**src/verilog/smurf_config.svh**
```systemverilog
`ifndef SMURF_CONFIG_SVH
`define SMURF_CONFIG_SVH

// word geometry
`define SMURF_WIDTH   16
`define SMURF_BITWDTH 4   // bits to index one data bit

// address space, valid words stop short of 2**BITADDR
`define SMURF_NUMADDR 1000
`define SMURF_BITADDR 10

`endif

```
**src/verilog/smurf_pkg.sv**
```systemverilog
`include "smurf_config.svh"

package smurf_pkg;

  // operation of one bank port
  typedef enum logic [1:0] {
    BANK_IDLE,
    BANK_READ,
    BANK_WRITE
  } bank_op_e;

  typedef enum logic {
    SHADOW_INVALID,
    SHADOW_VALID
  } shadow_state_e;

  // **************************************************
  // port requests, as seen at the top level
  // **************************************************
  typedef struct packed {
    logic                      write;
    logic [`SMURF_BITADDR-1:0] adr;
    logic [`SMURF_WIDTH-1:0]   din;
    logic [`SMURF_WIDTH-1:0]   bw;    // bit write mask
  } wr_req_t;

  typedef struct packed {
    logic                      read;
    logic [`SMURF_BITADDR-1:0] adr;
  } rd_req_t;

  // **************************************************
  // internal and result types
  // **************************************************
  typedef struct packed {
    bank_op_e                  op;
    logic [`SMURF_BITADDR-1:0] adr;
    logic [`SMURF_WIDTH-1:0]   din;
    logic [`SMURF_WIDTH-1:0]   bw;
  } bank_cmd_t;

  typedef struct packed {
    logic                    vld;
    logic [`SMURF_WIDTH-1:0] dout;
  } rd_res_t;

endpackage

```
**src/verilog/smurf_result.sv**
```systemverilog
`timescale 1ns/1ps
`include "smurf_config.svh"

module smurf_result
  import smurf_pkg::*;
(
  input  logic                    clk,
  input  logic                    rst,
  input  logic [`SMURF_WIDTH-1:0] bank_dout,
  input  logic                    bank_rd,
  output rd_res_t                 rd_res
);

  // output register of the read path
  always_ff @(posedge clk) begin
    if (bank_rd) begin
      rd_res.dout <= bank_dout;    // hold between reads
    end

    if (rst) begin
      rd_res.vld <= 1'b0;
    end else begin
      rd_res.vld <= bank_rd;
    end
  end

endmodule

```
**config.mk**
```make
export PLATFORM = sky130hd
export DESIGN_NAME = smurf_result
export DESIGN_NICKNAME = d
export VERILOG_FILES = /design/src/verilog/smurf_pkg.sv /design/src/verilog/smurf_result.sv
export VERILOG_INCLUDE_DIRS = /design/src /design/src/verilog
export SDC_FILE = /design/constraint.sdc
export NUM_CORES = 1
export LEC_CHECK = 0
export ABC_CLOCK_PERIOD_IN_PS = 800
export BUFFER_PORTS_ARGS = -buffer_cell sky130_fd_sc_hd__buf_2
export CORE_AREA = 2 2 39 41
export CTS_BUF_LIST = sky130_fd_sc_hd__clkbuf_8
export CTS_CLUSTER_SIZE = 20
export DETAILED_ROUTE_END_ITERATION = 8
export DIE_AREA = 0 0 41 43
export GPL_TIMING_DRIVEN = 0
export PLACE_DENSITY = 0.73
export SYNTH_ARGS = -nofsm -noshare
export SYNTH_HDL_FRONTEND = slang
export SYNTH_SLANG_ARGS = --single-unit
```
**constraint.sdc**
```tcl
create_clock -name clk -period 0.8 [get_ports clk]
set_input_delay 0.04 -clock clk [delete_from_list [all_inputs] [get_ports clk]]
set_output_delay 0.04 -clock clk [all_outputs]
set_load 0.02 [all_outputs]
```
# After elaboration in Yosys (flattened, before gate mapping)
# Index checks and enable logic that the tools add are counted.
[op_classes]
shifts = 0
mux = 0
n_eq_ne = 0
n_lt_le_gt_ge = 0
div_mod_pow = 0
n_reduce_logical = 0
bitwise_logic = 0
n_addsub = 0
multipliers = 0
[totals]
ff_bits = 17
mem_count = 0
latchBits = 0
word_cells = 2
ram_bits = 0
rom_bits = 0

# Depth between registers and ports, before layout
[logic_depth]
ltp_word = 0
depth_mapped = 1
ltp_nobuf = 1

# Worst setup path after synthesis
# OpenSTA, ideal clock, no wires.
[synth_timing]
path_type = "register to output"
from = "reg rd_res[0] (netlist bit)"
to = "out rd_res[0] (netlist bit)"
t_arrival_ns = 0.449
path_slack_ns = 0.311
path_stages_with_launch = 1
path_cell_list = "edfxtp_1"
[synth_lines]
columns = ["item", "line_no", "text"]
rows = [
  ["start: declaration", "smurf_result.sv:11", "output rd_res_t rd_res"],
]
# No word-level cell between the ends.

# Worst setup path after layout
[layout_timing]
from = "reg rd_res[1] (netlist bit)"
to = "out rd_res[1] (netlist bit)"
# No word-level cell between the ends.

==> flow_metrics.tcl <==
set metrics [dict create \
    hp-class "input pin to flip-flop" \
    cts_tree "done" \
    start_kind "flip-flop" \
    io_buffer_count 35 \
    ios 36 \
    slowest_stage "edfxtp_1" \
    vias_per_cell 4.02 \
    syn_area_per_cell_um2 28.6 \
    cp_slowest_stage_delay_ps 390 \
    critPathLaunch "rd_res[1]" \
    clock_path_buffers 2 \
    fin_area_um2 1000 \
    period_minus_slack_ps 825 \
    wirelength_um 1030 \
    final_common_cell "buf_2" \
    p_leak_nw 0.434 \
    utilization_pct 72.2 \
    fillers 83 \
    die_w_um 41 \
    path_class "flip-flop to output pin" \
    synth.distinct_cells 3 \
    worstPathMaxFanout 1 \
    fin_nets 94 \
    status "finished with violations" \
    setup_viol 13 \
    ant_nets 0 \
    track_usage_pct 13.8 \
    post_drt_wl_per_cell_um 11.5 \
    yosysWarningCount 0 \
    area_growth_pct 94.4 \
    cts_root_buf "clkbuf_8" \
    grt_max_degree 18 \
    top_register "rd_res" \
    initial_core_util_pct 37.2 \
    path_buf_inv 1 \
    place_congestion 0.558 \
    numClockSinks 17 \
    final_cell_mix "buf_2, dlygate4sd3_1, edfxtp_1" \
    regArea_um2 500 \
    synth_nets 37 \
    placed_area_um2 709 \
    maxCapViolCount 0 \
    hold_viol_final 0 \
    top_regs "rd_res: 17 flops" \
    fmax_mhz 1210 \
    rsz0062_at_grt "true" \
    ys_ff_latch 17 \
    endpoint_kind "output pin" \
    grt_pass1_vias 349 \
    max-slew-margin-rel_pct 76.2 \
    largest_reg_flops 17 \
    worst_pin_slew_ps 357 \
    cts_setup_buffers 0 \
    endpoint "rd_res[1]" \
    arrival_ps 790 \
    dieArea_mm2 0.00176 \
    coreArea_mm2 0.00138 \
    setup_ws_ps -25.2 \
    multiInputGateArea_um2 13.8 \
    post-route-drc-count 0 \
    period_share_pct 103 \
    critPathTopFamily "flip-flops" \
    drv_slew 0 \
    vias 362 \
    antenna_found_initial 0 \
    seq_area_frac_synth_pct 97.3 \
    drtIter0Drc 1 \
    path_clk_slew_ps 60 \
    syn_inst 18 \
    ctsHtreeMaxLevel 1 \
    drtPass1Iterations 3 \
    ir_worst_vdd_uv 1240 \
    required_ps 760 \
    violations "setup timing" \
    grt_pass1_wl_um 1510 \
    diodes 0 \
    powerDensity_mw_per_mm2 2020 \
    overflow 0 \
    drive_above_1_share_pct 52.7 \
    cp_cell_sequence "buf_6" \
    rows 14 \
    syn-cell-area_um2 514 \
    die_h_um 43 \
    cts_buffers 3 \
    cp.depth 1 \
]
-- synth_stat cells --
library cell,count,area share (%)
dfxtp_1,1,3.9
edfxtp_1,16,93
nor2b_4,1,2.7
-- cell type report --
class	instances	share of cell area (%)
clock buffers	3	4.13
multi-input cells	1	1.38
repair buffers	52	42.1
well taps	16	2.00
flip-flops and latches	17	50.1
clock inverters	1	0.375
-- kinds of logic after synthesis --
kind of cell  after synthesis  share of synthesized area [%]
simple gates                1                           2.68
flops                      17                           97.3
-- per-layer routing --
layer / vias up / global-route usage [%] / wire length, um
met5: - / 0 / 0
met4: 0 / 10.0 / 4
met3: 2 / 4.19 / 90
met2: 20 / 20.3 / 547
met1: 158 / 16.1 / 392
li1: 182 / - / -
-- worst min-delay path by stage --
stage	start	to	slack, ps	depth (start not counted)
3_5_place_dp	bank_dout[0]	rd_res[0]	220	1
5_1_grt	bank_rd	rd_res[13]	240	1
2_1_floorplan	rst	rd_res[16]	100	1
3_3_place_gp	bank_dout[8]	rd_res[8]	220	1
4_1_cts	bank_rd	rd_res[13]	230	1
6_report	bank_rd	rd_res[13]	220	1
-- repair_timing --
item / CTS / global route
hold buffers: 17 / 0
endpoints found under the setup margin: 15 / 16
gates resized for setup: 2 / 22
hold endpoints to repair: 17 / 0
-- per-stage QoR --
stage	setup WS (ps)	cells	power (W)	TNS [ps]	hold slack [ps]
finish	-25.2	90	0.00202	-146	222
global route	-56.5	90	0.00210	-595	239
CTS	-39.0	90	0.00197	-253	227
detailed placement	83.9	69	0.00130	0	218
global placement	92.6	69	0.00129	0	216
floorplan	311	18	0.00118	0	104
-- report_power, final --
part	total [W]	internal, W	leakage, nW	switching, W
registers	0.00108	0.00105	0.165	0.0000251
clock network	0.000610	0.000340	0.0269	0.000270
logic	0.000331	0.000186	0.242	0.000146
total	0.00202	0.00158	0.434	0.000440
Note: power is estimated with default switching activity, not from simulation.
