--- config.mk ---
export PLATFORM = sky130hd
export DESIGN_NAME = smurf_decode
export DESIGN_NICKNAME = d
export VERILOG_FILES = /design/src/verilog/smurf_pkg.sv /design/src/verilog/smurf_decode.sv
export VERILOG_INCLUDE_DIRS = /design/src /design/src/verilog
export SDC_FILE = /design/constraint.sdc
export NUM_CORES = 1
export LEC_CHECK = 0
export BUFFER_PORTS_ARGS = -buffer_cell sky130_fd_sc_hd__buf_2
export CAP_MARGIN = 5
export CORE_AREA = 2 2 89 91
export CTS_CLUSTER_SIZE = 14
export DETAILED_ROUTE_END_ITERATION = 8
export DIE_AREA = 0 0 91 93
export PLACE_DENSITY_LB_ADDON = 0.3
export SLEW_MARGIN = 20
export SYNTH_ARGS = -nofsm -noshare
export SYNTH_HDL_FRONTEND = slang
export SYNTH_SLANG_ARGS = --single-unit
--- constraint.sdc ---
create_clock -name clk -period 0.93 [get_ports clk]
set_input_delay 0.279 -clock clk [delete_from_list [all_inputs] [get_ports clk]]
set_output_delay 0.279 -clock clk [all_outputs]
set_load 0.1 [all_outputs]
--- src/verilog/smurf_config.svh ---
`ifndef SMURF_CONFIG_SVH
`define SMURF_CONFIG_SVH

// word geometry
`define SMURF_WIDTH   16
`define SMURF_BITWDTH 4   // bits to index one data bit

// address space, valid words stop short of 2**BITADDR
`define SMURF_NUMADDR 1000
`define SMURF_BITADDR 10

`endif

--- src/verilog/smurf_pkg.sv ---
`include "smurf_config.svh"

package smurf_pkg;

  // operation of one bank port
  typedef enum logic [1:0] {
    BANK_IDLE,
    BANK_READ,
    BANK_WRITE
  } bank_op_e;

  typedef enum logic {
    SHADOW_INVALID,
    SHADOW_VALID
  } shadow_state_e;

  // **************************************************
  // port requests, as seen at the top level
  // **************************************************
  typedef struct packed {
    logic                      write;
    logic [`SMURF_BITADDR-1:0] adr;
    logic [`SMURF_WIDTH-1:0]   din;
    logic [`SMURF_WIDTH-1:0]   bw;    // bit write mask
  } wr_req_t;

  typedef struct packed {
    logic                      read;
    logic [`SMURF_BITADDR-1:0] adr;
  } rd_req_t;

  // **************************************************
  // internal and result types
  // **************************************************
  typedef struct packed {
    bank_op_e                  op;
    logic [`SMURF_BITADDR-1:0] adr;
    logic [`SMURF_WIDTH-1:0]   din;
    logic [`SMURF_WIDTH-1:0]   bw;
  } bank_cmd_t;

  typedef struct packed {
    logic                    vld;
    logic [`SMURF_WIDTH-1:0] dout;
  } rd_res_t;

endpackage

--- src/verilog/smurf_decode.sv ---
`timescale 1ns/1ps
`include "smurf_config.svh"

module smurf_decode
  import smurf_pkg::*;
(
  input  logic      clk,
  input  logic      rst,
  input  rd_req_t   rd_req,
  input  wr_req_t   wr_req0,
  input  wr_req_t   wr_req1,
  output bank_cmd_t cmd_a,
  output bank_cmd_t cmd_b,
  output bank_cmd_t cmd_c
);

  logic wr0_ok;
  logic wr1_ok;
  logic rd_ok;

  // the only range check in the design
  function automatic logic in_range(input logic [`SMURF_BITADDR-1:0] adr);
    return adr < `SMURF_NUMADDR;
  endfunction

  assign wr0_ok = wr_req0.write && in_range(wr_req0.adr);
  assign wr1_ok = wr_req1.write && in_range(wr_req1.adr);
  assign rd_ok  = rd_req.read && in_range(rd_req.adr);

  // **************************************************
  // request register
  // **************************************************
  always_ff @(posedge clk) begin
    // payload follows the ports every cycle
    cmd_a.adr <= wr_req0.adr;
    cmd_a.din <= wr_req0.din;
    cmd_a.bw  <= wr_req0.bw;

    cmd_b.adr <= wr_req1.adr;
    cmd_b.din <= wr_req1.din;
    cmd_b.bw  <= wr_req1.bw;

    cmd_c.adr <= rd_req.adr;
    cmd_c.din <= '0;               // read port carries no data
    cmd_c.bw  <= '0;

    if (rst) begin
      cmd_a.op <= BANK_IDLE;
      cmd_b.op <= BANK_IDLE;
      cmd_c.op <= BANK_IDLE;
    end else begin
      cmd_a.op <= wr0_ok ? BANK_WRITE : BANK_IDLE;
      cmd_b.op <= wr1_ok ? BANK_WRITE : BANK_IDLE;
      cmd_c.op <= rd_ok ? BANK_READ : BANK_IDLE;   // out of range reads vanish here
    end
  end

endmodule

; ---- Word level (Yosys, flattened, before mapping)
; Index checks and enable logic that the tools add are counted.
; Widths: inputs -> output; s select.
[totals]
inputBits = 99
wordCells = 19
ff_bits = 100
[op_classes]
n_mux = 3
n_reduce_logical = 3
n_lt_le_gt_ge = 3
[op_table]
columns = operator, n
row1 = $lt 10x10->1 const B, 3
row2 = $mux 2, 2
row3 = $logic_and 1x1->1, 3
row4 = $mux 1, 1

; ---- Depth between registers and ports, before layout
; Gate-level depths: netlist of run 1.
[logic_depth]
word_depth = 3
ltp_mapped = 2

; ---- Worst setup path after synthesis of run 1
; OpenSTA, ideal clock, no wires.
[synth_timing]
kind = reg-to-output
start = reg cmd_a[0] (netlist name)
end = out cmd_a[0] (netlist name)
t_arrival_ns = 0.909
slack_ns = -0.258
stages_incl_launch_ff = 1
cell_sequence = dfxtp_1
[synth_rtl]
columns = item, line_no
row1 = start: declaration, smurf_decode.sv:12  ; output bank_cmd_t cmd_a,
; No word-level cell between the ends.

; ---- Worst setup path in the final report of run 1
[layout_timing]
start = reg cmd_c[35] (netlist name)
end = out cmd_c[35] (netlist name)
[layout_rtl]
columns = item, line_no
row1 = start: declaration, smurf_decode.sv:14  ; output bank_cmd_t cmd_c
; No word-level cell between the ends.

==> results.py, run 1 <==
metrics = {
    "sta": {
        "hold_viol": 0,
        "final_max_slew_viol_count": 0,
        "finalSetupTns_ps": -22140,
        "fmax_mhz": 831,
        "fin_crit_sh_pct": 129,
        "rsz0062_at_grt": "true",
        "fin_ws_ps": -273,
        "setup_viol": 97,
        "hold_ws_ps": 27.5,
        "post-route-min-period_ps": 1200,
    },
    "cells_and_area": {
        "fin_nets": 485,
        "area_delta_synth_final_pct": 137,
        "finish.instance_area_sq_um": 5410,
        "fin_cells": 494,
        "final_util_pct": 71.8,
        "drive_gt1_share_pct": 78.8,
    },
    "floorplanning": {
        "start_util_pct": 30.2,
        "ioPinCount": 231,
        "core-area_sq_um": 7530,
        "dieHeight_microns": 93,
        "die_area_sq_um": 8460,
        "num_rows": 32,
        "die_x_microns": 91,
    },
    "cts": {
        "cts_resized": 0,
        "cts_tree": "done",
        "cts_setup_buffers": 0,
        "cts-buffers-inserted": 9,
        "clkSlewWorstSetupHoldPaths_ps": 110,
        "clk_path_buf_depth": 2,
        "root_buffer": "clkbuf_8",
        "clock-sinks": 97,
        "cts_max_level": 3,
    },
    "detailed_routing": {
        "first_iter_violations": 46,
        "wl_met2_microns": 5570,
        "routed_via_density": 3.85,
        "totalWireLength_microns": 9560,
        "routedWlPerCell_microns": 19.4,
        "ant_nets": 0,
        "vias": 1903,
        "drt-pass1-iter-count": 3,
        "route.met3.wl_microns": 784,
        "drt-met1-wl_microns": 3090,
        "drc": 0,
        "top_layer_used": "met4",
    },
    "synthesis": {
        "yosysMostFrequentCell": "dfxtp_1",
        "avgSynthCellArea_sq_um": 15.9,
        "synth_area_leaders": "dfxtp_1 85%, buf_4 12%, o211a_1 1.3%",
        "synthTopCellsByCount": "97 x dfxtp_1, 35 x buf_4, 3 x nand4_1, 3 x o211a_1, 3 x o21ai_0",
        "post-synth-top-area-cell": "dfxtp_1",
        "synth-seq-cells": 97,
        "synth_cell_types": 7,
        "synth-edff-count": 0,
        "ys.flop_type": "dfxtp_1",
        "synthCells": 143,
        "synth_top_area_share_pct": 85.3,
        "syn_area_sq_um": 2280,
        "synth_seq_area_share_pct": 85.3,
        "yosys_warnings": 0,
        "synthArstFlopShare_pct": 0,
    },
    "critical_path": {
        "cp.depth": 1,
        "critPathLaunch": "cmd_c[35]",
        "cpPeakStageDelay_ps": 380,
        "cp.required_ps": 650,
        "cp-endpoint": "cmd_c[35]",
        "cpMaxStageDelayCell": "dfxtp_2",
        "cp_top_family": "flip-flops",
        "worst-path-buf-inv": 1,
        "critPathKind": "reg -> out",
        "worstPathCellList": "buf_12",
        "crit_fanout": 1,
        "critPathCaptureType": "primary output",
        "startpoint_type": "flop",
        "cp_data_arrival_time_ps": 920,
    },
    "pwr": {
        "finalPower_mw": 11.0,
        "power_density_nw_per_um2": 2040,
        "total_leakage_power_nw": 2.52,
        "irDropWorstVdd_mv": 0.997,
    },
    "placement": {
        "hpwlAfterDp_microns": 6380,
        "dpl_worst_slack_ps": -202,
        "dp.cells": 440,
        "dpl_cell_area_sq_um": 4830,
        "port_buffers": 195,
        "place_congestion": 0.693,
    },
    "worst_hold_path": {
        "hp-class": "in -> reg",
    },
    "flow_run": {
        "timing.max_cap.violations": 0,
    },
    "run_status": {
        "violations": "negative setup slack",
        "status": "complete, but fails checks",
    },
    "global_route": {
        "grt_pass1_vias": 1917,
        "track_usage_pct": 20.1,
        "grt_max_degree": 18,
        "antenna_found_initial": 1,
        "grt_pass1_wl_microns": 12100,
        "grt_overflow": 0,
    },
}
cell type report:
class                      instances  area (sq um)
clock buffer                      10           128
tap                              102           128
antenna                            1          2.50
fill                             465          2120
inverter                           1          3.75
timing repair buffer             233          2810
multi-input combinational         44           195
clock inverter                     6          75.1
sequential                        97          2060
cells in the final DEF (no fill, tap or decap):
cell type | Yosys | routed
dlygate4sd3_1 | 0 | 37
buf_2 | 0 | 98
diode_2 | 0 | 1
inv_1 | 1 | 1
clkinv_4 | 0 | 2
buf_12 | 0 | 97
nand4_1 | 3 | 3
inv_6 | 0 | 1
clkbuf_8 | 0 | 9
bufinv_16 | 0 | 1
clkinvlp_4 | 0 | 1
inv_8 | 0 | 1
o211a_1 | 3 | 3
dfxtp_2 | 0 | 97
o21ai_0 | 3 | 3
clkbuf_1 | 0 | 1
buf_4 | 35 | 1
conb_1 | 1 | 35
flip-flops by register name (all words and copies together), names as in the netlist:
| register | flops |
|---|---|
| cmd_a | 43 |
| cmd_b | 43 |
| cmd_c | 11 |
how the worst min path moves through the flow:
stage	to	cells after the start	slack [ps]	startpoint
after global placement	cmd_c[34]	1	380	rd_req[2]
final	cmd_a[11]	1	30	wr_req0[11]
after detailed placement	cmd_a[28]	1	380	wr_req0[28]
after CTS	cmd_a[28]	1	0.5	wr_req0[28]
after floorplan	cmd_a[0]	0	310	wr_req0[0]
after global routing	cmd_a[11]	1	-6	wr_req0[11]
power by group:
group          switching (mW)  internal [mW]
logic                    2.50           1.09
clock network            1.52           1.28
registers               0.202           4.43
total                    4.22           6.80
timing repair:
| item | in CTS | in global routing |
|---|---|---|
| endpoints found under the hold margin | 15 | 22 |
| setup endpoints to repair | 97 | 97 |
| hold buffers | 15 | 22 |
cells by family after synthesis:
kind of cell / Yosys count / synth area share (%)
flops: 97 / 85.3
buf+inv: 36 / 11.7
compound gates: 6 / 1.98
simple gates: 3 / 0.825
other cells: 1 / 0.165
per-layer routing:
| metal | GRT usage, % | vias to the layer above |
|---|---|---|
| li1 | - | 864 |
| met2 | 38.5 | 131 |
| met5 | 0 | - |
| met4 | 7.58 | 0 |
| met1 | 18.4 | 898 |
| met3 | 9.27 | 10 |
Note: power is estimated with default switching activity, not from simulation.
==> run 2, diff against run 1 <==
--- a/config.mk
+++ b/config.mk
@@ -13,7 +13,9 @@
 export DETAILED_ROUTE_END_ITERATION = 8
 export DIE_AREA = 0 0 91 93
 export PLACE_DENSITY_LB_ADDON = 0.3
+export RECOVER_POWER = 100
 export SLEW_MARGIN = 20
 export SYNTH_ARGS = -nofsm -noshare
 export SYNTH_HDL_FRONTEND = slang
 export SYNTH_SLANG_ARGS = --single-unit
+export TNS_END_PERCENT = 20
==> run 2 against run 1 <==
The run still ends with negative setup slack left. Critical path depth did not move. Maximum frequency rose by 1.0%. Highest routed layer unchanged. Total power fell by 2.5%. Cell count fell by 7.1%. Wire length fell by 21%. Combinational power fell by 4%. Sequential share of layout area rose by 2.7 points. Core utilization fell by 4.7 points. Clock power fell by 4%. Die area did not move. First-iteration DRC count fell by 22%.
==> results.py, run 2 (synthesis results as in run 1) <==
metrics = {
    "sta": {
        "setup_viol": 97,
        "hold_viol": 0,
        "fin_crit_sh_pct": 128,
        "fin_ws_ps": -261,
        "finalSetupTns_ps": -21590,
        "rsz0062_at_grt": "true",
        "fmax_mhz": 840,
        "post-route-min-period_ps": 1190,
        "final_max_slew_viol_count": 0,
    },
    "cells_and_area": {
        "finish.instance_area_sq_um": 5050,
        "drive_gt1_share_pct": 84.0,
        "reg_top3": "cmd_a: 43 flops, cmd_b: 43 flops, cmd_c: 11 flops",
        "num_antenna_cells": 0,
        "mostFrequentLayoutCells": "97 x dfxtp_2, 97 x buf_12, 91 x buf_2",
        "fin_nets": 452,
        "area_delta_synth_final_pct": 122,
        "final_util_pct": 67.1,
    },
    "placement": {
        "hpwlAfterDp_microns": 5900,
        "place_congestion": 0.768,
        "port_buffers": 195,
        "dpl_cell_area_sq_um": 4720,
    },
    "global_route": {
        "grt_max_degree": 17,
        "grt_pass1_vias": 1688,
        "antenna_found_initial": 0,
        "grt_overflow": 0,
        "track_usage_pct": 17.0,
        "grt_pass1_wl_microns": 10300,
    },
    "floorplanning": {
        "num_rows": 32,
        "die_x_microns": 91,
        "core-area_sq_um": 7530,
        "ioPinCount": 231,
        "dieHeight_microns": 93,
        "start_util_pct": 30.2,
        "die_area_sq_um": 8460,
    },
    "cts": {
        "cts_setup_buffers": 0,
        "cts_tree": "done",
        "cts-buffers-inserted": 9,
        "clock-sinks": 97,
        "cts_max_level": 3,
        "clk_path_buf_depth": 2,
        "clkSlewWorstSetupHoldPaths_ps": 100,
        "root_buffer": "clkbuf_8",
    },
    "critical_path": {
        "cpMaxStageDelayCell": "dfxtp_2",
        "crit_fanout": 1,
        "worst-path-buf-inv": 1,
        "critPathCaptureType": "primary output",
        "critPathKind": "reg -> out",
        "startpoint_type": "flop",
        "cpPeakStageDelay_ps": 370,
        "cp_top_family": "flip-flops",
        "worstPathCellList": "buf_12",
        "cp.required_ps": 650,
        "cp_data_arrival_time_ps": 910,
    },
    "worst_hold_path": {
        "hp-class": "in -> reg",
        "hold_start": "wr_req1[34]",
        "min_to": "cmd_b[34]",
        "hold_depth": 1,
    },
    "pwr": {
        "total_leakage_power_nw": 2.36,
        "irDropWorstVdd_mv": 0.908,
        "power_density_nw_per_um2": 2130,
    },
    "detailed_routing": {
        "routed_via_density": 3.70,
        "ant_nets": 0,
        "totalWireLength_microns": 7530,
        "first_iter_violations": 36,
        "vias": 1697,
        "routedWlPerCell_microns": 16.4,
        "drt-pass1-iter-count": 3,
        "drc": 0,
    },
    "run_status": {
        "violations": "negative setup slack",
        "status": "complete, but fails checks",
    },
    "flow_run": {
        "timing.max_cap.violations": 0,
    },
}
## run 2: cell count changes in the layout (fill, tap and decap cells not counted)
cell           previous run  this run
buf_2                    98        91
buf_4                     1         0
clkbuf_1                  1         7
clkinv_2                  0         2
clkinv_4                  2         0
diode_2                   1         0
dlygate4sd3_1            37         5
inv_6                     1         2
inv_8                     1         0
## run 2: power breakdown
| part | total (mW) | switching, mW | internal, mW |
|---|---|---|---|
| logic | 3.44 | 2.44 | 0.997 |
| registers | 4.61 | 0.182 | 4.43 |
| clock network | 2.71 | 1.47 | 1.24 |
| total | 10.8 | 4.09 | 6.66 |
## run 2: stage by stage
stage / setup WS [ps] / instances / hold WS (ps) / total power [mW]
finish: -261 / 459 / 13.6 / 10.8
CTS: -274 / 454 / 3.05 / 10.8
detailed placement: 39.4 / 439 / 383 / 8.09
floorplan: -258 / 177 / 307 / 6.92
global route: -299 / 459 / -8.82 / 11.1
global placement: 41.5 / 439 / 381 / 8.05
## run 2: cell type report
cell class	count	area, sq um
clock buffers	9	124
fillers	529	2470
well taps	102	128
flip-flops and latches	97	2060
multi-input cells	44	195
clock inverters	6	65.1
repair buffers	200	2470
inverters	1	3.75
## run 2: routing by layer
metal	up-vias	GRT usage [%]	routed length [microns]
met2	122	32.5	4310
met5	-	0	0
met1	764	14.3	2200
li1	795	-	-
met4	0	8.59	182
met3	16	8.38	841
## run 2: what timing repair did
action,in CTS,in global routing
endpoints found under the hold margin,0,5
pin swaps,0,0
setup endpoints to repair,97,97
gates cloned,0,0
gates resized for setup,78,0
hold buffers,0,5
## run 2: worst max-delay path by stage
stage                     start        end  slack, ps  cells past startpoint
global route           cmd_b[2]   cmd_b[2]       -300                      1
floorplan             cmd_a[27]  cmd_a[27]       -260                      0
finish                cmd_b[35]  cmd_b[35]       -260                      1
global placement    wr_req1[38]  cmd_b[43]         40                      3
detailed placement  wr_req1[38]  cmd_b[43]         40                      3
CTS                   cmd_b[35]  cmd_b[35]       -270                      1
