$ cat config.mk
export PLATFORM = sky130hd
export DESIGN_NAME = smurf_bit_monitor
export DESIGN_NICKNAME = d
export VERILOG_FILES = /design/src/verilog/smurf_pkg.sv /design/src/verilog/smurf_bit_monitor.sv
export VERILOG_INCLUDE_DIRS = /design/src /design/src/verilog
export SDC_FILE = /design/constraint.sdc
export NUM_CORES = 1
export LEC_CHECK = 0
export BUFFER_PORTS_ARGS = -buffer_cell sky130_fd_sc_hd__buf_2
export CAP_MARGIN = 0
export CORE_AREA = 2 2 65 67
export CTS_BUF_LIST = sky130_fd_sc_hd__clkbuf_8
export CTS_CLUSTER_DIAMETER = 30
export CTS_CLUSTER_SIZE = 8
export DETAILED_ROUTE_END_ITERATION = 16
export DIE_AREA = 0 0 67 69
export HOLD_SLACK_MARGIN = 0.12
export PLACE_DENSITY_LB_ADDON = 0.08
export SLEW_MARGIN = 5
export SYNTH_ARGS = -nofsm -noshare
export SYNTH_HDL_FRONTEND = slang
export SYNTH_SLANG_ARGS = --single-unit
$ cat constraint.sdc
create_clock -name clk -period 2.58 [get_ports clk]
set_clock_uncertainty 0.2 [all_clocks]
set_input_delay 0 -clock clk [delete_from_list [all_inputs] [get_ports clk]]
set_output_delay 0 -clock clk [all_outputs]
set_load 0.005 [all_outputs]
$ cat src/verilog/smurf_config.svh
`ifndef SMURF_CONFIG_SVH
`define SMURF_CONFIG_SVH

// word geometry
`define SMURF_WIDTH   16
`define SMURF_BITWDTH 4   // bits to index one data bit

// address space, valid words stop short of 2**BITADDR
`define SMURF_NUMADDR 1000
`define SMURF_BITADDR 10

`endif

$ cat src/verilog/smurf_pkg.sv
`include "smurf_config.svh"

package smurf_pkg;

  // operation of one bank port
  typedef enum logic [1:0] {
    BANK_IDLE,
    BANK_READ,
    BANK_WRITE
  } bank_op_e;

  typedef enum logic {
    SHADOW_INVALID,
    SHADOW_VALID
  } shadow_state_e;

  // **************************************************
  // port requests, as seen at the top level
  // **************************************************
  typedef struct packed {
    logic                      write;
    logic [`SMURF_BITADDR-1:0] adr;
    logic [`SMURF_WIDTH-1:0]   din;
    logic [`SMURF_WIDTH-1:0]   bw;    // bit write mask
  } wr_req_t;

  typedef struct packed {
    logic                      read;
    logic [`SMURF_BITADDR-1:0] adr;
  } rd_req_t;

  // **************************************************
  // internal and result types
  // **************************************************
  typedef struct packed {
    bank_op_e                  op;
    logic [`SMURF_BITADDR-1:0] adr;
    logic [`SMURF_WIDTH-1:0]   din;
    logic [`SMURF_WIDTH-1:0]   bw;
  } bank_cmd_t;

  typedef struct packed {
    logic                    vld;
    logic [`SMURF_WIDTH-1:0] dout;
  } rd_res_t;

endpackage

$ cat src/verilog/smurf_bit_monitor.sv
`timescale 1ns/1ps
`include "smurf_config.svh"

module smurf_bit_monitor
  import smurf_pkg::*;
(
  input  logic                      clk,
  input  logic                      rst,
  input  logic [`SMURF_BITADDR-1:0] select_addr,
  input  logic [`SMURF_BITWDTH-1:0] select_bit,
  input  bank_cmd_t                 cmd_a,
  input  bank_cmd_t                 cmd_b,
  input  bank_cmd_t                 cmd_c,
  input  rd_res_t                   rd_res,
  output logic                      mon_error
);

  // one in-flight read of the selected word
  typedef struct packed {
    logic check;
    logic exp_bit;
  } chk_t;

  shadow_state_e state;
  logic          shadow;
  logic          hit_a;
  logic          hit_b;
  logic          hit_c;
  chk_t          chk_p [0:1];

  assign hit_a = (cmd_a.op == BANK_WRITE) && (cmd_a.adr == select_addr) &&
                 cmd_a.bw[select_bit];
  assign hit_b = (cmd_b.op == BANK_WRITE) && (cmd_b.adr == select_addr) &&
                 cmd_b.bw[select_bit];
  assign hit_c = (cmd_c.op == BANK_READ) && (cmd_c.adr == select_addr);

  // **************************************************
  // shadow copy updated alongside the bank write
  // **************************************************
  always_ff @(posedge clk) begin
    if (hit_b) begin
      shadow <= cmd_b.din[select_bit];
    end else if (hit_a) begin
      shadow <= cmd_a.din[select_bit];
    end

    if (rst) begin
      state <= SHADOW_INVALID;
    end else if (hit_a || hit_b) begin
      state <= SHADOW_VALID;
    end
  end

  // captured at the bank read and carried through bank and result
  always_ff @(posedge clk) begin
    chk_p[0].exp_bit <= shadow;
    chk_p[1].exp_bit <= chk_p[0].exp_bit;

    if (rst) begin
      chk_p[0].check <= 1'b0;
      chk_p[1].check <= 1'b0;
      mon_error      <= 1'b0;
    end else begin
      chk_p[0].check <= hit_c && (state == SHADOW_VALID);
      chk_p[1].check <= chk_p[0].check;
      if (rd_res.vld && chk_p[1].check &&
          (rd_res.dout[select_bit] != chk_p[1].exp_bit)) begin
        mon_error <= 1'b1;         // sticky until reset
      end
    end
  end

endmodule

# Word-level counts from Yosys, hierarchy flattened
# Memories as Yosys holds them, arrays and structs flattened.
# Cells that the tools add are included.
# totals
register_bits,3
latchBits,0
ramBits,4
mem_bits_ro,0
input_bits,165
out_inout_bits,1
word_cells,41
mem_count,1
# memory_table
name,depth,word_bits,read_ports,rd_clocked_by_memory_dff,wr,line,source
chk_p,2,2,2,0,2,smurf_bit_monitor.sv:29,chk_t chk_p [0:1];
# op_classes
add_sub_neg,0
mul,0
div_mod_pow,0
order_cmp,1
n_eq_ne,7
n_shift,0
mux,17
n_bitwise,2
n_reduce_logical,10
# ops
operator,n
equality test 10 bit,3
binary-select mux 1 bit (select 4 bit),5
2-to-1 mux 1 bit,12
logical AND 1 bit,8
less-than comparator 4 x 5 -> 1 bit (second input constant),1
equality test 2 bit (second input constant),2
equality test 2 x 1 -> 1 bit (second input constant),1
bitwise OR 1 bit,2
nonzero test 2 bit,1
logical OR 1 bit,1
inequality test 1 bit,1

# Longest topological paths before layout
# Gate-level depths: netlist of run 1.
# logic_depth
ltp_word,5
depth_mapped,7
ltp_nobuf,5

# Least setup slack after synthesis of run 1
# Ideal clock, no wire load.
# synth_timing
kind,input-to-reg
start,input select_bit[1]
end,"register shadow, data pin"
setup_time_ns,0.260
arrival_time_ns,1.488
required_ns,2.120
setup_slack_ns,0.632
path_stages,6
n_path_buf,1
path_cell_list,buf_4 mux4_2 nor2b_1 a211o_1 nand3_1 mux2_2
# synth_between
elab_chain_len,4
elab_cells_between_ends,9
cone_classes,mux: 8; reduce/logical: 1
# synth_rtl
element,line,source
"start, declared",smurf_bit_monitor.sv:10,"input logic [`SMURF_BITWDTH-1:0] select_bit,"
"binary-select mux 1 bit (select 4 bit), on equally long branches","smurf_bit_monitor.sv:44, smurf_bit_monitor.sv:34",
"2-to-1 mux 1 bit, on equally long branches","smurf_bit_monitor.sv:44, smurf_bit_monitor.sv:34",
2-to-1 mux 1 bit or logical AND 1 bit (tied branches),"smurf_bit_monitor.sv:43, smurf_bit_monitor.sv:33",
2-to-1 mux 1 bit (*),smurf_bit_monitor.sv:41,if (hit_b) begin
"end signal, assigned",smurf_bit_monitor.sv:42,shadow <= cmd_b.din[select_bit];
"end signal, assigned",smurf_bit_monitor.sv:44,shadow <= cmd_a.din[select_bit];
"end, declared",smurf_bit_monitor.sv:25,logic shadow;
# Every way passes the cells marked *; elsewhere a longest branch is shown, timed or not. The select of a mux whose other input is x is not followed.
# A chain may end at the register's enable or synchronous reset.

==> results.cfg, run 1 <==
[clock_network]
numCtsBuffers = 3
insertion_delay_ns = 0.23
tritoncts = done
ctsResizeCount = 0
clock_sinks = 7
postCtsHoldBufs = 13
post_cts_buffers = 0
clock_path_buffers = 2
htree_num_levels = 1
clk_pin_slew_ns = 0.04
cts_root_buf = clkbuf_8

[global_route]
grt_first_pass_wirelength_mm = 6.31
grt_pass1_vias = 1489
grt_overflow = 0
antenna_found_initial = 0
grt_max_degree = 18
groute.usage.overall_pct = 17.5

[critical_path]
crit_arrival_ns = 2.30
critPathRequiredTime_ns = 2.53
end_kind = flop
startpoint_type = input port
cp_max_fo = 6
critPathKind = in -> reg

[die]
start_util_pct = 30.6
die_y_um = 69
fp.dieW_um = 67
core_area_um2 = 3910
rows = 23
die-area_um2 = 4620
ios = 166

[sta]
fin_setup_tns_ns = 0
tightest_slew_ns = 0.497
fin_crit_ns = 2.35
max_slew_margin_pct = 66.8
fmax_mhz = 426
min_period_over_period_pct = 91.0
hold_violations = 0
finalSetupViolations = 0
rsz0062_at_grt = no
setup_ws_ns = 0.233
finalMaxSlewViolations = 0

[finish]
layout-drive-gt1-share_pct = 65.1
final_cells = 299
antenna_cells = 0
fin_util_pct = 53.3
final_area_um2 = 2090
layout.nets = 415
layout_commonest_cell = buf_2
syn2layout_area_growth_pct = 74.4
final_cell_mix = buf_2 (133), xnor2_1 (25), mux4_2 (22)

[power_and_ir_drop]
p_switching_w = 0.000139
internal_power_w = 0.000397
vdd_ir_drop_max_mv = 0.131
power_frac_seq_pct = 20.8
clockPowerShare_pct = 27.8
power.density_nw_per_um2 = 257
p_leak_nw = 0.977
p_comb_share_pct = 51.4
switching_share_pct = 25.9

[synth]
syn_inst = 102
ys_warn_count = 0
synth_edf_count = 1
syn-num-nets = 267
synth_seq_area_share_pct = 12.6
async_reset_ff_share_pct = 0
synth_top_cell_by_area = mux4_2
synth-seq-cells = 7
synth_top_area_share_pct = 41.4
synthFlopType = dfxtp_1
synth_area_leaders = mux4_2 (41%), xnor2_1 (18%), dfxtp_1 (10%), mux2i_1 (5.9%), xor2_1 (3.7%)
syn_area_um2 = 1200
yosysUniqueCellTypes = 22
avgSynthCellArea_um2 = 11.7

[placed_design]
dp_slack_ns = 0.363
routabilityCongestion = 0.837
dp_hpwl_mm = 3.44
dp.cells = 282
place_area_um2 = 1910
portBuffers = 133

[drt]
firstDrtPassIters = 4
routed_wirelength_mm = 3.88
ant_nets = 0
avgRoutedWirePerCell_um = 13.0
viasPerCell = 4.68
vias = 1400
dr.first_iter.drc_count = 16
drc = 0

[flow_run]
max_cap_violations = 0

[run_status]
outcome = finished, final reports clean

[min_path]
hold_path.class = reg -> reg
## power groups by stage
| stage | registers [W] | logic, W | clock network [W] |
|---|---|---|---|
| after floorplan | 0.000113 | 0.000142 | 0 |
| final | 0.000112 | 0.000276 | 0.000149 |
| after global routing | 0.000111 | 0.000304 | 0.000167 |
| after CTS | 0.000112 | 0.000280 | 0.000153 |
| after detailed placement | 0.000113 | 0.000265 | 0 |
| after global placement | 0.000113 | 0.000263 | 0 |
## metal layers
layer	wire (um)	global-route usage, %
met5	0	0
met4	0	1.36
met3	350	4.57
met2	2120	34.7
met1	1410	18.3
## synth_stat cells (2+ instances only)
cell      n
nor4b_1   2
nor2b_1   3
xor2_1    5
mux2i_1   7
mux4_2   22
nand2_1   3
nand4_1   5
nand3_1   5
xnor2_1  25
buf_4     3
nor3_1    4
buf_2     2
inv_1     2
dfxtp_1   6
## area by class of cell
cell class,instances,area [um2]
clock buffer,3,41.3
inverter,2,7.51
multi-input combinational,87,1000
clock inverter,1,3.75
sequential,7,150
fill,393,1830
tap,50,62.6
timing repair buffer,149,818
## sequential cells by signal, indices dropped and copies added (netlist names)
signal,count
mon_error,1
chk_p,4
shadow,1
state,1
## through the flow
stage	total power [W]	hold slack (ns)
floorplan	0.000256	-0.131
global placement	0.000376	0.0450
detailed placement	0.000378	0.0454
CTS	0.000545	0.125
global route	0.000583	0.135
finish	0.000537	0.120
## critical path: stages
cell           delay, ns
dlygate4sd3_1       0.54
buf_2               0.16
nor4b_1             0.23
dlygate4sd3_1       0.59
nand4_1             0.06
dlygate4sd3_1       0.56
nor3_1              0.16
## worst paths after layout
check / from / end / slack [ns] / depth (start not counted)
max reg2reg: state / chk_p[0][1] / 0.31 / 6
min reg2reg: chk_p[0][0] / chk_p[0][2] / 0.12 / 0
min: chk_p[0][0] / chk_p[0][2] / 0.12 / 0
max: rst / chk_p[0][1] / 0.23 / 7
## cell families (layout without fill, tap and decap cells)
group | count (synthesis) | after routing | synth area share [%]
buf+inv | 8 | 155 | 3.66
flops | 7 | 7 | 12.6
simple gates | 24 | 24 | 11.5
compound gates | 3 | 3 | 2.09
xor+xnor | 30 | 30 | 22.0
mux | 30 | 30 | 48.2
Power figures use the tool's default switching activity.
==> run 2, diff against run 1 <==
==> constraint.sdc (replaced) <==
create_clock -name clk -period 2.58 [get_ports clk]
set_clock_uncertainty 0.2 [all_clocks]
set_input_delay 0.258 -clock clk [delete_from_list [all_inputs] [get_ports clk]]
set_output_delay 0.258 -clock clk [all_outputs]
set_load 0.005 [all_outputs]
==> run 2 against run 1 <==
  * Hold slack improved by 0.0011 ns
  * Core utilization decreased by 2.6 points
  * First-iteration DRC count unchanged
  * Die area unchanged
  * Flip-flop and latch count unchanged
  * Final area decreased by 4.9%
  * Via count decreased by 1.9%
  * Combinational power decreased by 4%
  * Register-to-register slack improved by 1.0 ns
  * Clock power about the same
  * Largest cell class unchanged
==> results.cfg, run 2 (synthesized netlist as in run 1, its figures left out) <==
[finish]
syn2layout_area_growth_pct = 65.8
layout-drive-gt1-share_pct = 68.2
layout.nets = 405
seq_area_um2 = 150
final_cell_mix = buf_2 (133), xnor2_1 (25), mux4_2 (22)
largest_register_ffs = 4
largest-register = chk_p
fin_util_pct = 50.7
layout_commonest_cell = buf_2
multi_input_area_um2 = 1000
antenna_cells = 0
n_fill_cell = 410

[power_and_ir_drop]
vdd_ir_drop_max_mv = 0.164
internal_power_w = 0.000388
p_comb_share_pct = 50.6
clockPowerShare_pct = 28.1
power_frac_seq_pct = 21.3
switching_share_pct = 26.2
p_switching_w = 0.000138
p_leak_nw = 0.937
power.density_nw_per_um2 = 265
power_w = 0.000526

[die]
die-area_um2 = 4620
core_area_um2 = 3910
start_util_pct = 30.6
rows = 23
fp.dieW_um = 67
ios = 166
die_y_um = 69

[drt]
avgRoutedWirePerCell_um = 13.3
firstDrtPassIters = 4
vias = 1374
viasPerCell = 4.75
drc = 0
routed_wirelength_mm = 3.85
dr.first_iter.drc_count = 16
ant_nets = 0

[global_route]
grt_pass1_vias = 1443
antenna_found_initial = 0
grt_max_degree = 15
groute.usage.overall_pct = 17.5
grt_overflow = 0
grt_first_pass_wirelength_mm = 6.22

[clock_network]
clock_sinks = 7
numCtsBuffers = 3
htree_num_levels = 1
clock_path_buffers = 2
clk_pin_slew_ns = 0.04
ctsResizeCount = 0
insertion_delay_ns = 0.22
tritoncts = done
cts_root_buf = clkbuf_8

[critical_path]
cp_slowest_cell = mux4_2
crit_path_frequent_cell = mux4_2
critPathKind = in -> reg
crit_path_cell_trace = buf_2 > mux4_2 > mux4_2 > mux2_2
critPathRequiredTime_ns = 2.35
startpoint_type = input port
slowest_delay_ns = 0.56
crit_buf_inv = 1
crit_arrival_ns = 1.90
end_kind = flop
cp_max_fo = 14
critical-path-top-delay-family = multiplexers

[sta]
finalMaxSlewViolations = 0
fmax_mhz = 469
fin_crit_ns = 2.13
rsz0062_at_grt = no
whs_ns = 0.121
setup_ws_ns = 0.450
max_slew_margin_pct = 73.2
min_period_over_period_pct = 82.6
fin_setup_tns_ns = 0
finalSetupViolations = 0
tightest_slew_ns = 0.402
hold_violations = 0

[placed_design]
dp_hpwl_mm = 3.53
routabilityCongestion = 0.838
dp_slack_ns = 0.198
portBuffers = 133

[min_path]
hold_path.class = reg -> reg

[flow_run]
max_cap_violations = 0

[run_status]
outcome = finished, final reports clean
run 2: final timing paths:
check	from	end	slack, ns	cells past startpoint
setup / recovery	select_bit[0]	shadow	0.45	4
setup reg to reg	state	chk_p[0][1]	1.35	4
hold / removal	chk_p[0][0]	chk_p[0][2]	0.12	0
hold reg to reg	chk_p[0][0]	chk_p[0][2]	0.12	0
run 2: worst register-to-register path, delay by kind of cell (launching register included):
| kind | cells | cell delay [ns] |
|---|---|---|
| and+or+nand+nor | 3 | 0.60 |
| buffers and inverters | 1 | 0.05 |
| DFF | 1 | 0.30 |
run 2: what timing repair did:
item / in CTS / in global routing
hold endpoints to repair: 3 / 0
setup buffers: 0 / 0
hold buffers: 2 / 0
run 2: power groups by stage:
stage               combinational [W]  sequential (W)  clock [W]
detailed placement           0.000267        0.000113          0
global route                 0.000295        0.000112   0.000165
floorplan                    0.000142        0.000113          0
global placement             0.000264        0.000113          0
CTS                          0.000270        0.000112   0.000154
finish                       0.000266        0.000112   0.000148
run 2: layout make-up:
type	instances	area share (%)
tap	50	3.15
sequential	7	7.57
clock buffer	3	2.08
multi-input combinational	87	50.5
clock inverter	1	0.189
timing repair buffer	139	36.1
inverter	2	0.379
run 2: per-stage QoR:
step	instances	area (um2)
global placement	283	1920
floorplan	102	1200
finish	289	1980
detailed placement	283	1920
CTS	289	1980
global route	289	1980
run 2: per-layer routing:
layer	up-vias	global-route usage (%)	share of wire, %
met2	71	31.9	53
li1	682	-	-
met3	2	4.57	8.8
met4	0	2.49	0.70
met5	-	0	0
met1	619	20.4	37
==> run 3, diff against run 2 <==
--- a/config.mk
+++ b/config.mk
@@ -6,14 +6,14 @@
 export SDC_FILE = /design/constraint.sdc
 export NUM_CORES = 1
 export LEC_CHECK = 0
+export ABC_AREA = 1
 export BUFFER_PORTS_ARGS = -buffer_cell sky130_fd_sc_hd__buf_2
 export CAP_MARGIN = 0
-export CORE_AREA = 2 2 65 67
+export CORE_UTILIZATION = 35
 export CTS_BUF_LIST = sky130_fd_sc_hd__clkbuf_8
 export CTS_CLUSTER_DIAMETER = 30
 export CTS_CLUSTER_SIZE = 8
 export DETAILED_ROUTE_END_ITERATION = 16
-export DIE_AREA = 0 0 67 69
 export HOLD_SLACK_MARGIN = 0.12
 export PLACE_DENSITY_LB_ADDON = 0.08
 export SLEW_MARGIN = 5
==> constraint.sdc (replaced) <==
create_clock -name clk -period 2.1 [get_ports clk]
set_clock_uncertainty 0.2 [all_clocks]
set_input_delay 0.21 -clock clk [delete_from_list [all_inputs] [get_ports clk]]
set_output_delay 0.21 -clock clk [all_outputs]
set_load 0.005 [all_outputs]
==> run 3 against run 2 <==
  * Final cell count is 64% higher
  * Die area is 4.1% lower
  * Final area grew 13%
  * Sequential share of layout area is 0.89 points lower
  * Flip-flop and latch count did not move
  * Clock power rose by 24%
  * Power grew 28%
  * Critical endpoint is now chk_p[0][1]
  * Highest routed layer unchanged
==> results.cfg, run 3 <==
[run_status]
outcome = finished, final reports clean

[critical_path]
slowest_delay_ns = 0.53
crit_path_cell_trace = dlygate4sd3_1 > buf_2 > nor2_1 > nand4_1 > nor3_2 > nand2_1 > nor4_1
end_kind = flop
startpoint_type = input port
crit_arrival_ns = 1.48
cp_max_fo = 4
worstRegToRegCells = 4
critPathRequiredTime_ns = 2.04
r2r_slack_ns = 0.98
cp_slowest_cell = dlygate4sd3_1
critPathKind = in -> reg
r2r_start = state
reg2reg_to = chk_p[0][1]

[clock_network]
insertion_delay_ns = 0.23
clk_pin_slew_ns = 0.04
cts_root_buf = clkbuf_8
tritoncts = done
post_cts_buffers = 0
numCtsBuffers = 3
clock_path_buffers = 2
clock_sinks = 7
htree_num_levels = 1

[finish]
n_fill_cell = 461
syn2layout_area_growth_pct = 53.8
final_cell_mix = buf_2 (133), nand2_1 (91), nand3_1 (49)
layout_commonest_cell = buf_2
final_cells = 475
antenna_cells = 0
largest-register = chk_p
largest_register_ffs = 4
layout.nets = 591
layout-drive-gt1-share_pct = 33.6

[synth]
synth_seq_area_share_pct = 10.3
yosysUniqueCellTypes = 24
ys_warn_count = 0
syn_inst = 294
synth_edf_count = 1
syn_area_um2 = 1460
synthFlopType = dfxtp_1
synth_top_area_share_pct = 23.4
synth_most_common_cell = nand2_1
synth_area_leaders = nand2_1 (23%), nand3_1 (17%), inv_1 (10%), dfxtp_1 (8.2%), o21ai_0 (8.2%)
synth-seq-cells = 7
avgSynthCellArea_um2 = 4.97
synth_top_cell_by_area = nand2_1
syn-num-nets = 459
synth_commonest_cells = nand2_1 (91), nand3_1 (49), inv_1 (40)
async_reset_ff_share_pct = 0

[die]
fp.dieW_um = 66.6
ios = 166
die_y_um = 66.6
rows = 23
die-area_um2 = 4430
start_util_pct = 36.5
core_area_um2 = 4000

[placed_design]
portBuffers = 133
dp_hpwl_mm = 4.08
routabilityCongestion = 0.851
dp.cells = 468

[sta]
fin_crit_ns = 1.54
finalSetupViolations = 0
fin_setup_tns_ns = 0
finalMaxSlewViolations = 0
max_slew_margin_pct = 80.7
rsz0062_at_grt = no
tightest_slew_ns = 0.288
min_period_over_period_pct = 73.4
fmax_mhz = 649
hold_violations = 0

[drt]
firstDrtPassIters = 4
avgRoutedWirePerCell_um = 10.4
viasPerCell = 4.66
routed_wirelength_mm = 4.94
drc = 0
dr.first_iter.drc_count = 92
ant_nets = 0
vias = 2213

[min_path]
hold_depth = 3
hold_path.startpoint = select_addr[5]
hold_path.class = in -> reg
whs_endpoint = chk_p[0][1]

[global_route]
groute.usage.overall_pct = 21.5
grt_pass1_vias = 1801
grt_overflow = 0
antenna_found_initial = 0
grt_first_pass_wirelength_mm = 7.42
grt_max_degree = 30

[power_and_ir_drop]
p_leak_nw = 1.32
power_frac_seq_pct = 20.4
power.density_nw_per_um2 = 300
switching_share_pct = 34.6
clockPowerShare_pct = 27.3
p_comb_share_pct = 52.3
p_switching_w = 0.000233
vdd_ir_drop_max_mv = 0.128
internal_power_w = 0.000441

[flow_run]
max_cap_violations = 0
-- run 3: repair_timing --
item | CTS | global route
hold buffers | 3 | 1
endpoints found under the hold margin | 4 | 1
resized for setup | 0 | 1
endpoints found under the setup margin | 0 | 1
-- run 3: worst max-delay path, delay by kind of cell --
family                 cells  cell delay, ns
buffers and inverters      2            0.68
and+or+nand+nor            5            0.59
-- run 3: worst max path at each step --
stage / startpoint / endpoint / slack, ns / depth (start not counted)
floorplan: select_bit[1] / shadow / 0.63 / 9
global placement: select_bit[0] / shadow / 0.32 / 10
detailed placement: select_bit[0] / shadow / 0.33 / 10
CTS: rst / chk_p[0][1] / 0.07 / 8
global route: select_bit[0] / shadow / 0.40 / 10
finish: rst / chk_p[0][1] / 0.56 / 7
-- run 3: power groups by stage --
stage	sequential, W	combinational [W]	clock, W
floorplan	0.000139	0.000180	0
global placement	0.000139	0.000346	0
detailed placement	0.000139	0.000347	0
CTS	0.000137	0.000352	0.000192
global route	0.000137	0.000398	0.000206
finish	0.000137	0.000353	0.000184
-- run 3: kinds of logic after synthesis --
group                  after synthesis  synth area share [%]
flip-flops                           7                  10.3
AND/OR/NAND/NOR                    180                  51.7
buffers and inverters               56                  15.5
XOR/XNOR                            12                  7.20
AO/OA/AOI/OAI                       39                  15.3
-- run 3: final cells by class --
cell class,count,area (um2),area share [%]
well taps,50,62.6,2.79
multi-input cells,231,1090,48.5
clock buffers,3,41.3,1.84
clock inverters,1,3.75,0.167
inverters,43,161,7.19
repair buffers,140,738,32.9
flip-flops and latches,7,150,6.69
-- run 3: routing by layer --
metal,part of all wire [%],vias up,global-route usage [%]
li1,-,1201,-
met1,44,921,26.3
met2,47,87,37.5
met3,8.0,4,4.28
met4,0.79,0,6.12
met5,0,-,0
-- run 3: stage by stage --
step                      utilization [%]  total power, W  setup slack [ns]  cell area, um2  hold slack [ns]
final                                56.1        0.000673             0.559            2250            0.120
after global routing                 56.1        0.000742             0.400            2250            0.120
after CTS                            56.0        0.000682            0.0652            2240            0.131
after detailed placement             54.1        0.000487             0.332            2170            0.125
after global placement               54.1        0.000485             0.323            2170            0.117
after floorplan                         -        0.000320             0.634            1460           0.0791
